<file path="src/common/capture_pkg.sv">
`default_nettype none

package capture_pkg;

  //====================================================================
  // Data path widths
  //====================================================================

  // Camera byte
  localparam int PIX_W = 8;

  // Packed word and its byte count field
  localparam int WORD_W         = 32;
  localparam int BYTES_PER_WORD = 4;
  localparam int BE_W           = 2;

  //====================================================================
  // Register side
  //====================================================================

  localparam int REG_ADDR_W = 3;
  localparam int REG_W      = 16;

  // Statistics counters and checksum
  localparam int STAT_W = 16;
  localparam int CHK_W  = 16;

  // Register map
  localparam logic [REG_ADDR_W-1:0] ADDR_CTRL       = 3'd0;
  localparam logic [REG_ADDR_W-1:0] ADDR_LINES      = 3'd1;
  localparam logic [REG_ADDR_W-1:0] ADDR_LINE_BYTES = 3'd2;
  localparam logic [REG_ADDR_W-1:0] ADDR_FRAMES     = 3'd3;
  localparam logic [REG_ADDR_W-1:0] ADDR_CHKSUM     = 3'd4;

  // Control register fields
  localparam int CTRL_EN_BIT = 0;

  // Capture is off after reset
  localparam logic [REG_W-1:0] CTRL_RST = 16'h0000;

endpackage

`default_nettype wire
</file>
<file path="src/source/capture_top.sv">
`default_nettype none

module capture_top (
  input  logic                               clk_board,
  input  logic                               i_reset,
  input  logic                               i_cam_vsync,
  input  logic                               i_cam_href,
  input  logic [capture_pkg::PIX_W-1:0]      i_cam_data,
  input  logic                               i_wr_en,
  input  logic [capture_pkg::REG_ADDR_W-1:0] i_wr_addr,
  input  logic [capture_pkg::REG_W-1:0]      i_wr_data,
  input  logic                               i_rd_en,
  input  logic [capture_pkg::REG_ADDR_W-1:0] i_rd_addr,
  output logic                               o_word_vld,
  output logic [capture_pkg::WORD_W-1:0]     o_word_data,
  output logic [capture_pkg::BE_W-1:0]       o_word_be,
  output logic                               o_word_sof,
  output logic                               o_word_eof,
  output logic [capture_pkg::REG_W-1:0]      o_rd_data
);
  import capture_pkg::*;

  logic              en_cap;
  logic              pix_vld;
  logic [PIX_W-1:0]  pix_data;
  logic              pix_sof;
  logic              frame_end;
  logic [STAT_W-1:0] lines;
  logic [STAT_W-1:0] line_bytes;
  logic [STAT_W-1:0] frames;
  logic [CHK_W-1:0]  chksum;

  //====================================================================
  // Camera capture
  //====================================================================
  cam_framer i_cam_framer (
    .clk_board   (clk_board),
    .i_reset     (i_reset),
    .i_cam_vsync (i_cam_vsync),
    .i_cam_href  (i_cam_href),
    .i_cam_data  (i_cam_data),
    .i_en_cap    (en_cap),
    .o_pix_vld   (pix_vld),
    .o_pix_data  (pix_data),
    .o_pix_sof   (pix_sof),
    .o_frame_end (frame_end)
  );

  // Four bytes per word
  pixel_packer i_pixel_packer (
    .clk_board   (clk_board),
    .i_reset     (i_reset),
    .i_pix_vld   (pix_vld),
    .i_pix_data  (pix_data),
    .i_pix_sof   (pix_sof),
    .i_frame_end (frame_end),
    .o_word_vld  (o_word_vld),
    .o_word_data (o_word_data),
    .o_word_be   (o_word_be),
    .o_word_sof  (o_word_sof),
    .o_word_eof  (o_word_eof)
  );

  frame_stat i_frame_stat (
    .clk_board    (clk_board),
    .i_reset      (i_reset),
    .i_pix_vld    (pix_vld),
    .i_pix_data   (pix_data),
    .i_pix_sof    (pix_sof),
    .i_frame_end  (frame_end),
    .i_cam_href   (i_cam_href),
    .o_lines      (lines),
    .o_line_bytes (line_bytes),
    .o_frames     (frames),
    .o_chksum     (chksum)
  );

  //====================================================================
  // Register block
  //====================================================================
  capture_regs i_capture_regs (
    .clk_board    (clk_board),
    .i_reset      (i_reset),
    .i_wr_en      (i_wr_en),
    .i_wr_addr    (i_wr_addr),
    .i_wr_data    (i_wr_data),
    .i_rd_en      (i_rd_en),
    .i_rd_addr    (i_rd_addr),
    .i_lines      (lines),
    .i_line_bytes (line_bytes),
    .i_frames     (frames),
    .i_chksum     (chksum),
    .o_en_cap     (en_cap),
    .o_rd_data    (o_rd_data)
  );

endmodule

`default_nettype wire

</file>
<file path="src/source/capture_regs.sv">
`default_nettype none

module capture_regs (
  input  logic                               clk_board,
  input  logic                               i_reset,
  input  logic                               i_wr_en,
  input  logic [capture_pkg::REG_ADDR_W-1:0] i_wr_addr,
  input  logic [capture_pkg::REG_W-1:0]      i_wr_data,
  input  logic                               i_rd_en,
  input  logic [capture_pkg::REG_ADDR_W-1:0] i_rd_addr,
  input  logic [capture_pkg::STAT_W-1:0]     i_lines,
  input  logic [capture_pkg::STAT_W-1:0]     i_line_bytes,
  input  logic [capture_pkg::STAT_W-1:0]     i_frames,
  input  logic [capture_pkg::CHK_W-1:0]      i_chksum,
  output logic                               o_en_cap,
  output logic [capture_pkg::REG_W-1:0]      o_rd_data
);
  import capture_pkg::*;

  logic [REG_W-1:0] ctrl;

  assign o_en_cap = ctrl[CTRL_EN_BIT];

  always_ff @(posedge clk_board) begin
    if (i_reset) begin
      ctrl      <= CTRL_RST;
      o_rd_data <= '0;
    end else begin
      if (i_wr_en && (i_wr_addr == ADDR_CTRL)) begin
        ctrl <= i_wr_data;
      end

      // Read data one cycle after the strobe
      if (i_rd_en) begin
        case (i_rd_addr)
          ADDR_CTRL:       o_rd_data <= ctrl;
          ADDR_LINES:      o_rd_data <= REG_W'(i_lines);
          ADDR_LINE_BYTES: o_rd_data <= REG_W'(i_line_bytes);
          ADDR_FRAMES:     o_rd_data <= REG_W'(i_frames);
          ADDR_CHKSUM:     o_rd_data <= REG_W'(i_chksum);
          default:         o_rd_data <= '0;
        endcase
      end
    end
  end

endmodule

`default_nettype wire

</file>
<file path="src/source/frame_stat.sv">
`default_nettype none

module frame_stat (
  input  logic                           clk_board,
  input  logic                           i_reset,
  input  logic                           i_pix_vld,
  input  logic [capture_pkg::PIX_W-1:0]  i_pix_data,
  input  logic                           i_pix_sof,
  input  logic                           i_frame_end,
  input  logic                           i_cam_href,
  output logic [capture_pkg::STAT_W-1:0] o_lines,
  output logic [capture_pkg::STAT_W-1:0] o_line_bytes,
  output logic [capture_pkg::STAT_W-1:0] o_frames,
  output logic [capture_pkg::CHK_W-1:0]  o_chksum
);
  import capture_pkg::*;

  logic              href_q;
  logic              href_fall;
  logic              line_seen;
  logic [STAT_W-1:0] byte_cnt;
  logic [STAT_W-1:0] line_cnt;
  logic [STAT_W-1:0] last_bytes;
  logic [CHK_W-1:0]  chk_acc;

  // Raw href falls together with the last framed byte of the line
  assign href_fall = href_q && !i_cam_href;
  assign line_seen = (byte_cnt != '0) || i_pix_vld;

  always_ff @(posedge clk_board) begin
    if (i_reset) begin
      href_q       <= 1'b0;
      byte_cnt     <= '0;
      line_cnt     <= '0;
      last_bytes   <= '0;
      chk_acc      <= '0;
      o_lines      <= '0;
      o_line_bytes <= '0;
      o_frames     <= '0;
      o_chksum     <= '0;
    end else begin
      href_q <= i_cam_href;

      // Running checksum, restarted by the first byte of a frame
      if (i_pix_vld && i_pix_sof) begin
        chk_acc  <= CHK_W'(i_pix_data);
        line_cnt <= '0;
      end else if (i_pix_vld) begin
        chk_acc <= chk_acc + CHK_W'(i_pix_data);
      end

      // Line length and line count, empty lines are skipped
      if (href_fall) begin
        byte_cnt <= '0;
        if (line_seen) begin
          last_bytes <= byte_cnt + STAT_W'(i_pix_vld);
          line_cnt   <= (i_pix_vld && i_pix_sof) ? STAT_W'(1) : line_cnt + 1'b1;
        end
      end else if (i_pix_vld) begin
        byte_cnt <= byte_cnt + 1'b1;
      end

      // Publish the frame results
      if (i_frame_end) begin
        o_lines      <= line_cnt;
        o_line_bytes <= last_bytes;
        o_chksum     <= chk_acc;
        o_frames     <= o_frames + 1'b1;
      end
    end
  end

endmodule

`default_nettype wire

</file>
<file path="src/camera/pixel_packer.sv">
`default_nettype none

module pixel_packer (
  input  logic                           clk_board,
  input  logic                           i_reset,
  input  logic                           i_pix_vld,
  input  logic [capture_pkg::PIX_W-1:0]  i_pix_data,
  input  logic                           i_pix_sof,
  input  logic                           i_frame_end,
  output logic                           o_word_vld,
  output logic [capture_pkg::WORD_W-1:0] o_word_data,
  output logic [capture_pkg::BE_W-1:0]   o_word_be,
  output logic                           o_word_sof,
  output logic                           o_word_eof
);
  import capture_pkg::*;

  logic [WORD_W-1:0] acc;
  logic [WORD_W-1:0] acc_next;
  logic [BE_W-1:0]   cnt;
  logic              acc_sof;
  logic              word_sof;
  logic              word_full;
  logic              flush_part;
  // Full word waiting to learn whether it is the last one
  logic              pend_vld;
  logic [WORD_W-1:0] pend_data;
  logic              pend_sof;

  // New byte enters at the top, first byte ends up in the LSBs
  assign acc_next   = {i_pix_data, acc[WORD_W-1:PIX_W]};
  assign word_sof   = (cnt == '0) ? i_pix_sof : acc_sof;
  assign word_full  = i_pix_vld && (cnt == BE_W'(BYTES_PER_WORD - 1));
  assign flush_part = i_frame_end && !pend_vld && (cnt != '0);

  //====================================================================
  // Word control
  //====================================================================
  always_ff @(posedge clk_board) begin
    if (i_reset) begin
      cnt        <= '0;
      acc_sof    <= 1'b0;
      pend_vld   <= 1'b0;
      pend_sof   <= 1'b0;
      o_word_vld <= 1'b0;
      o_word_sof <= 1'b0;
      o_word_eof <= 1'b0;
    end else begin
      o_word_vld <= 1'b0;
      o_word_sof <= 1'b0;
      o_word_eof <= 1'b0;
      if (i_pix_vld) begin
        acc_sof <= word_sof;
        cnt     <= word_full ? '0 : cnt + 1'b1;
        // Another byte came, so the pending word was not the last
        if (pend_vld) begin
          o_word_vld <= 1'b1;
          o_word_sof <= pend_sof;
        end
        pend_vld <= word_full;
        if (word_full) begin
          pend_sof <= word_sof;
        end
      end else if (i_frame_end) begin
        if (pend_vld || flush_part) begin
          o_word_vld <= 1'b1;
          o_word_eof <= 1'b1;
          o_word_sof <= pend_vld ? pend_sof : acc_sof;
        end
        pend_vld <= 1'b0;
        cnt      <= '0;
      end
    end
  end

  //====================================================================
  // Word data
  //====================================================================
  always_ff @(posedge clk_board) begin
    o_word_be <= BE_W'(BYTES_PER_WORD - 1);
    if (i_pix_vld) begin
      acc         <= acc_next;
      o_word_data <= pend_data;
      if (word_full) begin
        pend_data <= acc_next;
      end
    end else if (i_frame_end) begin
      if (flush_part) begin
        // Move the leftover bytes down to the LSBs
        o_word_data <= acc >> (PIX_W * (BYTES_PER_WORD - int'(cnt)));
        o_word_be   <= cnt - 1'b1;
      end else begin
        o_word_data <= pend_data;
      end
    end
  end

endmodule

`default_nettype wire

</file>
<file path="src/camera/cam_framer.sv">
`default_nettype none

module cam_framer (
  input  logic                          clk_board,
  input  logic                          i_reset,
  input  logic                          i_cam_vsync,
  input  logic                          i_cam_href,
  input  logic [capture_pkg::PIX_W-1:0] i_cam_data,
  input  logic                          i_en_cap,
  output logic                          o_pix_vld,
  output logic [capture_pkg::PIX_W-1:0] o_pix_data,
  output logic                          o_pix_sof,
  output logic                          o_frame_end
);

  // Capture gate, only moves during blanking
  logic active;
  logic vsync_q;
  // Set once the current frame has delivered a byte
  logic has_pix;
  logic pix_take;
  logic vsync_rise;

  // A byte is taken only inside an active frame
  assign pix_take   = i_cam_href && !i_cam_vsync && active;
  assign vsync_rise = i_cam_vsync && !vsync_q;

  always_ff @(posedge clk_board) begin
    if (i_reset) begin
      active      <= 1'b0;
      vsync_q     <= 1'b0;
      has_pix     <= 1'b0;
      o_pix_vld   <= 1'b0;
      o_pix_sof   <= 1'b0;
      o_frame_end <= 1'b0;
    end else begin
      vsync_q   <= i_cam_vsync;
      o_pix_vld <= pix_take;
      o_pix_sof <= pix_take && !has_pix;

      // End of frame only for frames that carried data
      o_frame_end <= vsync_rise && has_pix;

      // Enable follows the register while vsync is high
      if (i_cam_vsync) begin
        active <= i_en_cap;
      end

      if (pix_take) begin
        has_pix <= 1'b1;
      end else if (vsync_rise) begin
        has_pix <= 1'b0;
      end
    end
  end

  // Byte lane, qualified by o_pix_vld
  always_ff @(posedge clk_board) begin
    o_pix_data <= i_cam_data;
  end

endmodule

`default_nettype wire

</file>
<file path="config.mk">
export PLATFORM = sky130hd
export DESIGN_NAME = capture_top
export DESIGN_NICKNAME = d
export VERILOG_FILES = /design/src/common/capture_pkg.sv /design/src/source/capture_top.sv /design/src/source/capture_regs.sv /design/src/source/frame_stat.sv /design/src/camera/pixel_packer.sv /design/src/camera/cam_framer.sv
export SDC_FILE = /design/constraint.sdc
export NUM_CORES = 1
export LEC_CHECK = 0
export BUFFER_PORTS_ARGS = -buffer_cell sky130_fd_sc_hd__clkbuf_2
export CAP_MARGIN = 25
export CORE_MARGIN = 10
export CORE_UTILIZATION = 55
export DETAILED_ROUTE_END_ITERATION = 16
export MAX_ROUTING_LAYER = met4
export PLACE_DENSITY_LB_ADDON = 0.3
export SETUP_SLACK_MARGIN = 0.02
export SYNTH_ARGS = -nofsm -noshare
export SYNTH_HDL_FRONTEND = slang
export SYNTH_HIERARCHICAL = 1
export SYNTH_SLANG_ARGS = --single-unit
export TNS_END_PERCENT = 50
</file>
<file path="constraint.sdc">
create_clock -name clk_board -period 8 [get_ports clk_board]
set_input_delay 1.6 -clock clk_board [delete_from_list [all_inputs] [get_ports clk_board]]
set_output_delay 1.6 -clock clk_board [all_outputs]
set_load 0.05 [all_outputs]
</file>
==> key figures <==
Clock network
  – Count of hold buffers inserted by post-cts repair: 0
  – Number of buffers added for setup after CTS: 0
  – Clock root buffer master: sky130_fd_sc_hd__clkbuf_16
  – Register clock-pin slew on the reported worst setup and hold paths: 0.06 ns
  – Clock Path Buffers: 3
  – Count of clock tree sinks: 281
  – H-tree levels: 1
  – Inserted Clock Buffers: 29
  – TritonCTS clock tree: built
  – Cells resized by post-CTS repair: 0
  – Clock latency of the later-clocked register in the worst-skew pair: 0.54 ns

Floorplan
  – Width of the die: 169 um
  – Starting Density: 56.0%
  – Number of standard-cell rows in the floorplan: 54
  – Die outline area: 28,600 um^2
  – Io pins: 89
  – Die H: 169 um
  – Placeable core region: 21,800 um^2

Setup path
  – Reg2reg start: i_pixel_packer/cnt[0]
  – Worst endpoint data arrival time: 3.56 ns
  – Number of cells on the worst reg-to-reg path: 5
  – Worst-path maximum fanout: 75
  – Worst setup SP type: input port
  – CP Capture Type: flop
  – Capture instance of the worst register-to-register path: i_pixel_packer/o_word_data[10]
  – Type of the worst setup path: in -> reg
  – Worst endpoint required time: 8.43 ns
  – R2R setup slack: 4.89 ns

Logic synthesis
  – Number of storage elements in the synthesis netlist: 281
  – Fraction of synthesized cell area taken by the top area cell type: 30.3%
  – Proportion of synthesized flip-flops having asynchronous set or reset: 0%
  – Portion of the post-synthesis area used by sequential elements: 53.9%
  – Number of cells produced by synthesis: 1,151
  – Synth cell types: 74
  – Leading post-synthesis cells by cell area: sky130_fd_sc_hd__dfxtp_1 30%, sky130_fd_sc_hd__edfxtp_1 24%, sky130_fd_sc_hd__mux2i_1 6.3%
  – Yosys warnings: 6
  – Most used flip-flop cell after synthesis: sky130_fd_sc_hd__dfxtp_1
  – Mapped Avg Cell Area: 10.6 um^2
  – Most common cell in the synthesized netlist: sky130_fd_sc_hd__dfxtp_1
  – Cell area after synthesis: 12,200 um^2
  – Synth area leader: sky130_fd_sc_hd__dfxtp_1
  – Number of synthesized flops with an enable pin: 96
  – Leading post-synthesis cells by instance count: 185 x sky130_fd_sc_hd__dfxtp_1, 150 x sky130_fd_sc_hd__nor2_1, 122 x sky130_fd_sc_hd__nand2_1, 96 x sky130_fd_sc_hd__edfxtp_1, 77 x sky130_fd_sc_hd__mux2i_1
  – Syn nets: 1,204

Place
  – HPWL reported at the end of detailed placement: 18,300 um
  – Number of input and output port buffers inserted: 88
  – Final weighted congestion in routability-driven placement: 0.879

Finish
  – ANT cells: 0
  – Util after Layout: 62.3%
  – Share of post-route cells with drive strength above 1: 17.6%
  – Layout area overhead: 11.3%
  – Net count of the finished layout: 1,259
  – Fill cell total of the finished layout: 1,718

Hold path
  – Hold depth: 1
  – Min-delay src: i_cam_framer/has_pix
  – Worst-case hold path end point: i_cam_framer/o_pix_sof
  – Hold Path Class: reg -> reg

Routing
  – Via-per-instance ratio: 5.68
  – Remaining antenna violation count: 0
  – Final WL: 26,900 um
  – Pre-Repair DR Iteration Count: 6
  – DR DRC count: 0
  – Number of DRC markers in iteration 0: 814
  – Via count: 8,563
  – Detail-routed net length per standard cell: 17.8 um

STA
  – Worst slew slack as a fraction of its limit: 32.9%
  – Max Transition Viols Final: 0
  – Hold violation total from the final report: 0
  – Highest Clock Rate: 320 MHz
  – Final-layout worst hold slack: 0.454 ns
  – Final Setup Violations: 0
  – Total negative slack for setup checks: 0 ns
  – Unrepaired setup endpoints after global routing: no
  – Final critical path time including I/O delays and setup: 3.13 ns
  – Clock Skew: 0.00862 ns
  – Period utilization: 39.1%
  – Slew at the pin with the worst max-slew slack: 1.01 ns

Power
  – Worst-case vdd ir drop: 0.168 mV
  – Leakage component of the power: 4.86 nW
  – Pwr/cell area: 210 nW/um^2

Global routing
  – Initial antenna violation count: 0
  – Wire length of the first global-routing pass: 43,300 um
  – Gr usage total: 18.7%
  – Maximum number of pins on one net before global-route repair: 76
  – Vias in the first global route: 8,225
  – Total grt overflow: 0

Run
  – Max-capacitance violation count: 0

Status
  – Status: completed
## per-stage QoR
| stage | total power, W | instance area, um^2 | cells | setup WS [ns] |
|---|---|---|---|---|
| detailed placement | 0.00160 | 12700 | 1454 | 4.31 |
| finish | 0.00285 | 13600 | 1507 | 4.87 |
| CTS | 0.00288 | 13600 | 1506 | 4.59 |
| floorplan | 0.00158 | 12200 | 1151 | 5.28 |
| global route | 0.00294 | 13600 | 1507 | 4.67 |
| global placement | 0.00160 | 12700 | 1454 | 4.35 |
## how the worst max path moves through the flow
stage	depth (start not counted)	slack [ns]	startpoint	end
final	6	4.87	i_reset	i_frame_stat/chk_acc[12]
after global routing	5	4.67	i_pixel_packer/cnt[0]	i_pixel_packer/o_word_data[9]
after CTS	6	4.59	i_pixel_packer/cnt[0]	i_pixel_packer/o_word_data[11]
after detailed placement	6	4.31	i_reset	i_frame_stat/chk_acc[12]
after global placement	6	4.35	i_reset	i_frame_stat/chk_acc[14]
after floorplan	2	5.28	i_cam_framer/o_pix_vld	i_pixel_packer/pend_data[0]
## layout make-up
type / count / area, um^2 / share of cell area, %
tap: 280 / 350 / 2.58
sequential: 281 / 6590 / 48.4
timing repair buffer: 97 / 510 / 3.75
inverter: 11 / 41.3 / 0.304
clock buffer: 38 / 769 / 5.66
multi-input combinational: 786 / 5210 / 38.3
clock inverter: 14 / 130 / 0.957
## power by group
group          internal (W)  leakage, nW  switching [W]
Combinational     0.0000263         2.06      0.0000620
Clock              0.000741        0.444       0.000535
Sequential          0.00148         2.36     0.00000815
Total               0.00224         4.86       0.000605
## layer usage
metal	global-route usage [%]	routed length [um]	share of wire (%)
met5	-	0	0
met4	5.52	748	2.8
met3	3.06	1350	5.0
met2	28.9	12300	46
met1	24.9	12500	46
## critical path, cell delays in order
cell and delay, ns:
sky130_fd_sc_hd__buf_4 0.58, sky130_fd_sc_hd__buf_4 0.59, sky130_fd_sc_hd__a21oi_1 0.28, sky130_fd_sc_hd__nand2_1 0.17, sky130_fd_sc_hd__a31oi_1 0.05, sky130_fd_sc_hd__a41o_1 0.23
## layout by cell type (no fill, tap or decap), types with 8 or more instances in the layout
| cell | count |
|---|---|
| sky130_fd_sc_hd__nand2_1 | 122 |
| sky130_fd_sc_hd__mux2i_1 | 77 |
| sky130_fd_sc_hd__inv_1 | 9 |
| sky130_fd_sc_hd__clkbuf_16 | 29 |
| sky130_fd_sc_hd__clkbuf_2 | 87 |
| sky130_fd_sc_hd__xnor2_1 | 28 |
| sky130_fd_sc_hd__ha_1 | 16 |
| sky130_fd_sc_hd__nand2b_1 | 22 |
| sky130_fd_sc_hd__dfxtp_1 | 183 |
| sky130_fd_sc_hd__a211oi_1 | 15 |
| sky130_fd_sc_hd__o31ai_1 | 10 |
| sky130_fd_sc_hd__o21ai_0 | 39 |
| sky130_fd_sc_hd__and3_1 | 10 |
| sky130_fd_sc_hd__xor2_1 | 33 |
| sky130_fd_sc_hd__nand4_1 | 18 |
| sky130_fd_sc_hd__o21ai_1 | 9 |
| sky130_fd_sc_hd__edfxtp_1 | 96 |
| sky130_fd_sc_hd__a31oi_1 | 20 |
| sky130_fd_sc_hd__nor2_1 | 150 |
| sky130_fd_sc_hd__mux2_2 | 43 |
| sky130_fd_sc_hd__a21oi_1 | 50 |
| sky130_fd_sc_hd__clkbuf_1 | 8 |
| sky130_fd_sc_hd__buf_4 | 9 |
| sky130_fd_sc_hd__nand3_1 | 26 |
## kinds of logic after synthesis
group	Yosys count	share of synthesized area, %
and+or+nand+nor	407	16.6
DFF	281	53.9
muxes	120	10.3
adders and majority gates	17	1.80
AOI/OAI and AO/OA	181	9.57
xor gates and xnor gates	61	4.37
buffers and inverters	84	3.49
## state kept, by name (all words and copies together) (netlist names), 2 cells and up
register and cells:
i_frame_stat/o_line_bytes 16, i_cam_framer/o_pix_data 8, i_capture_regs/o_rd_data 16, i_pixel_packer/cnt 2
i_frame_stat/line_cnt 16, i_pixel_packer/o_word_data 32, i_frame_stat/o_frames 16, i_frame_stat/chk_acc 16
i_frame_stat/last_bytes 16, i_capture_regs/ctrl 16, i_pixel_packer/pend_data 32, i_pixel_packer/acc 32
i_frame_stat/o_chksum 16, i_frame_stat/o_lines 16, i_frame_stat/byte_cnt 16, i_pixel_packer/o_word_be 2
Note: power is estimated with default switching activity, not from simulation.
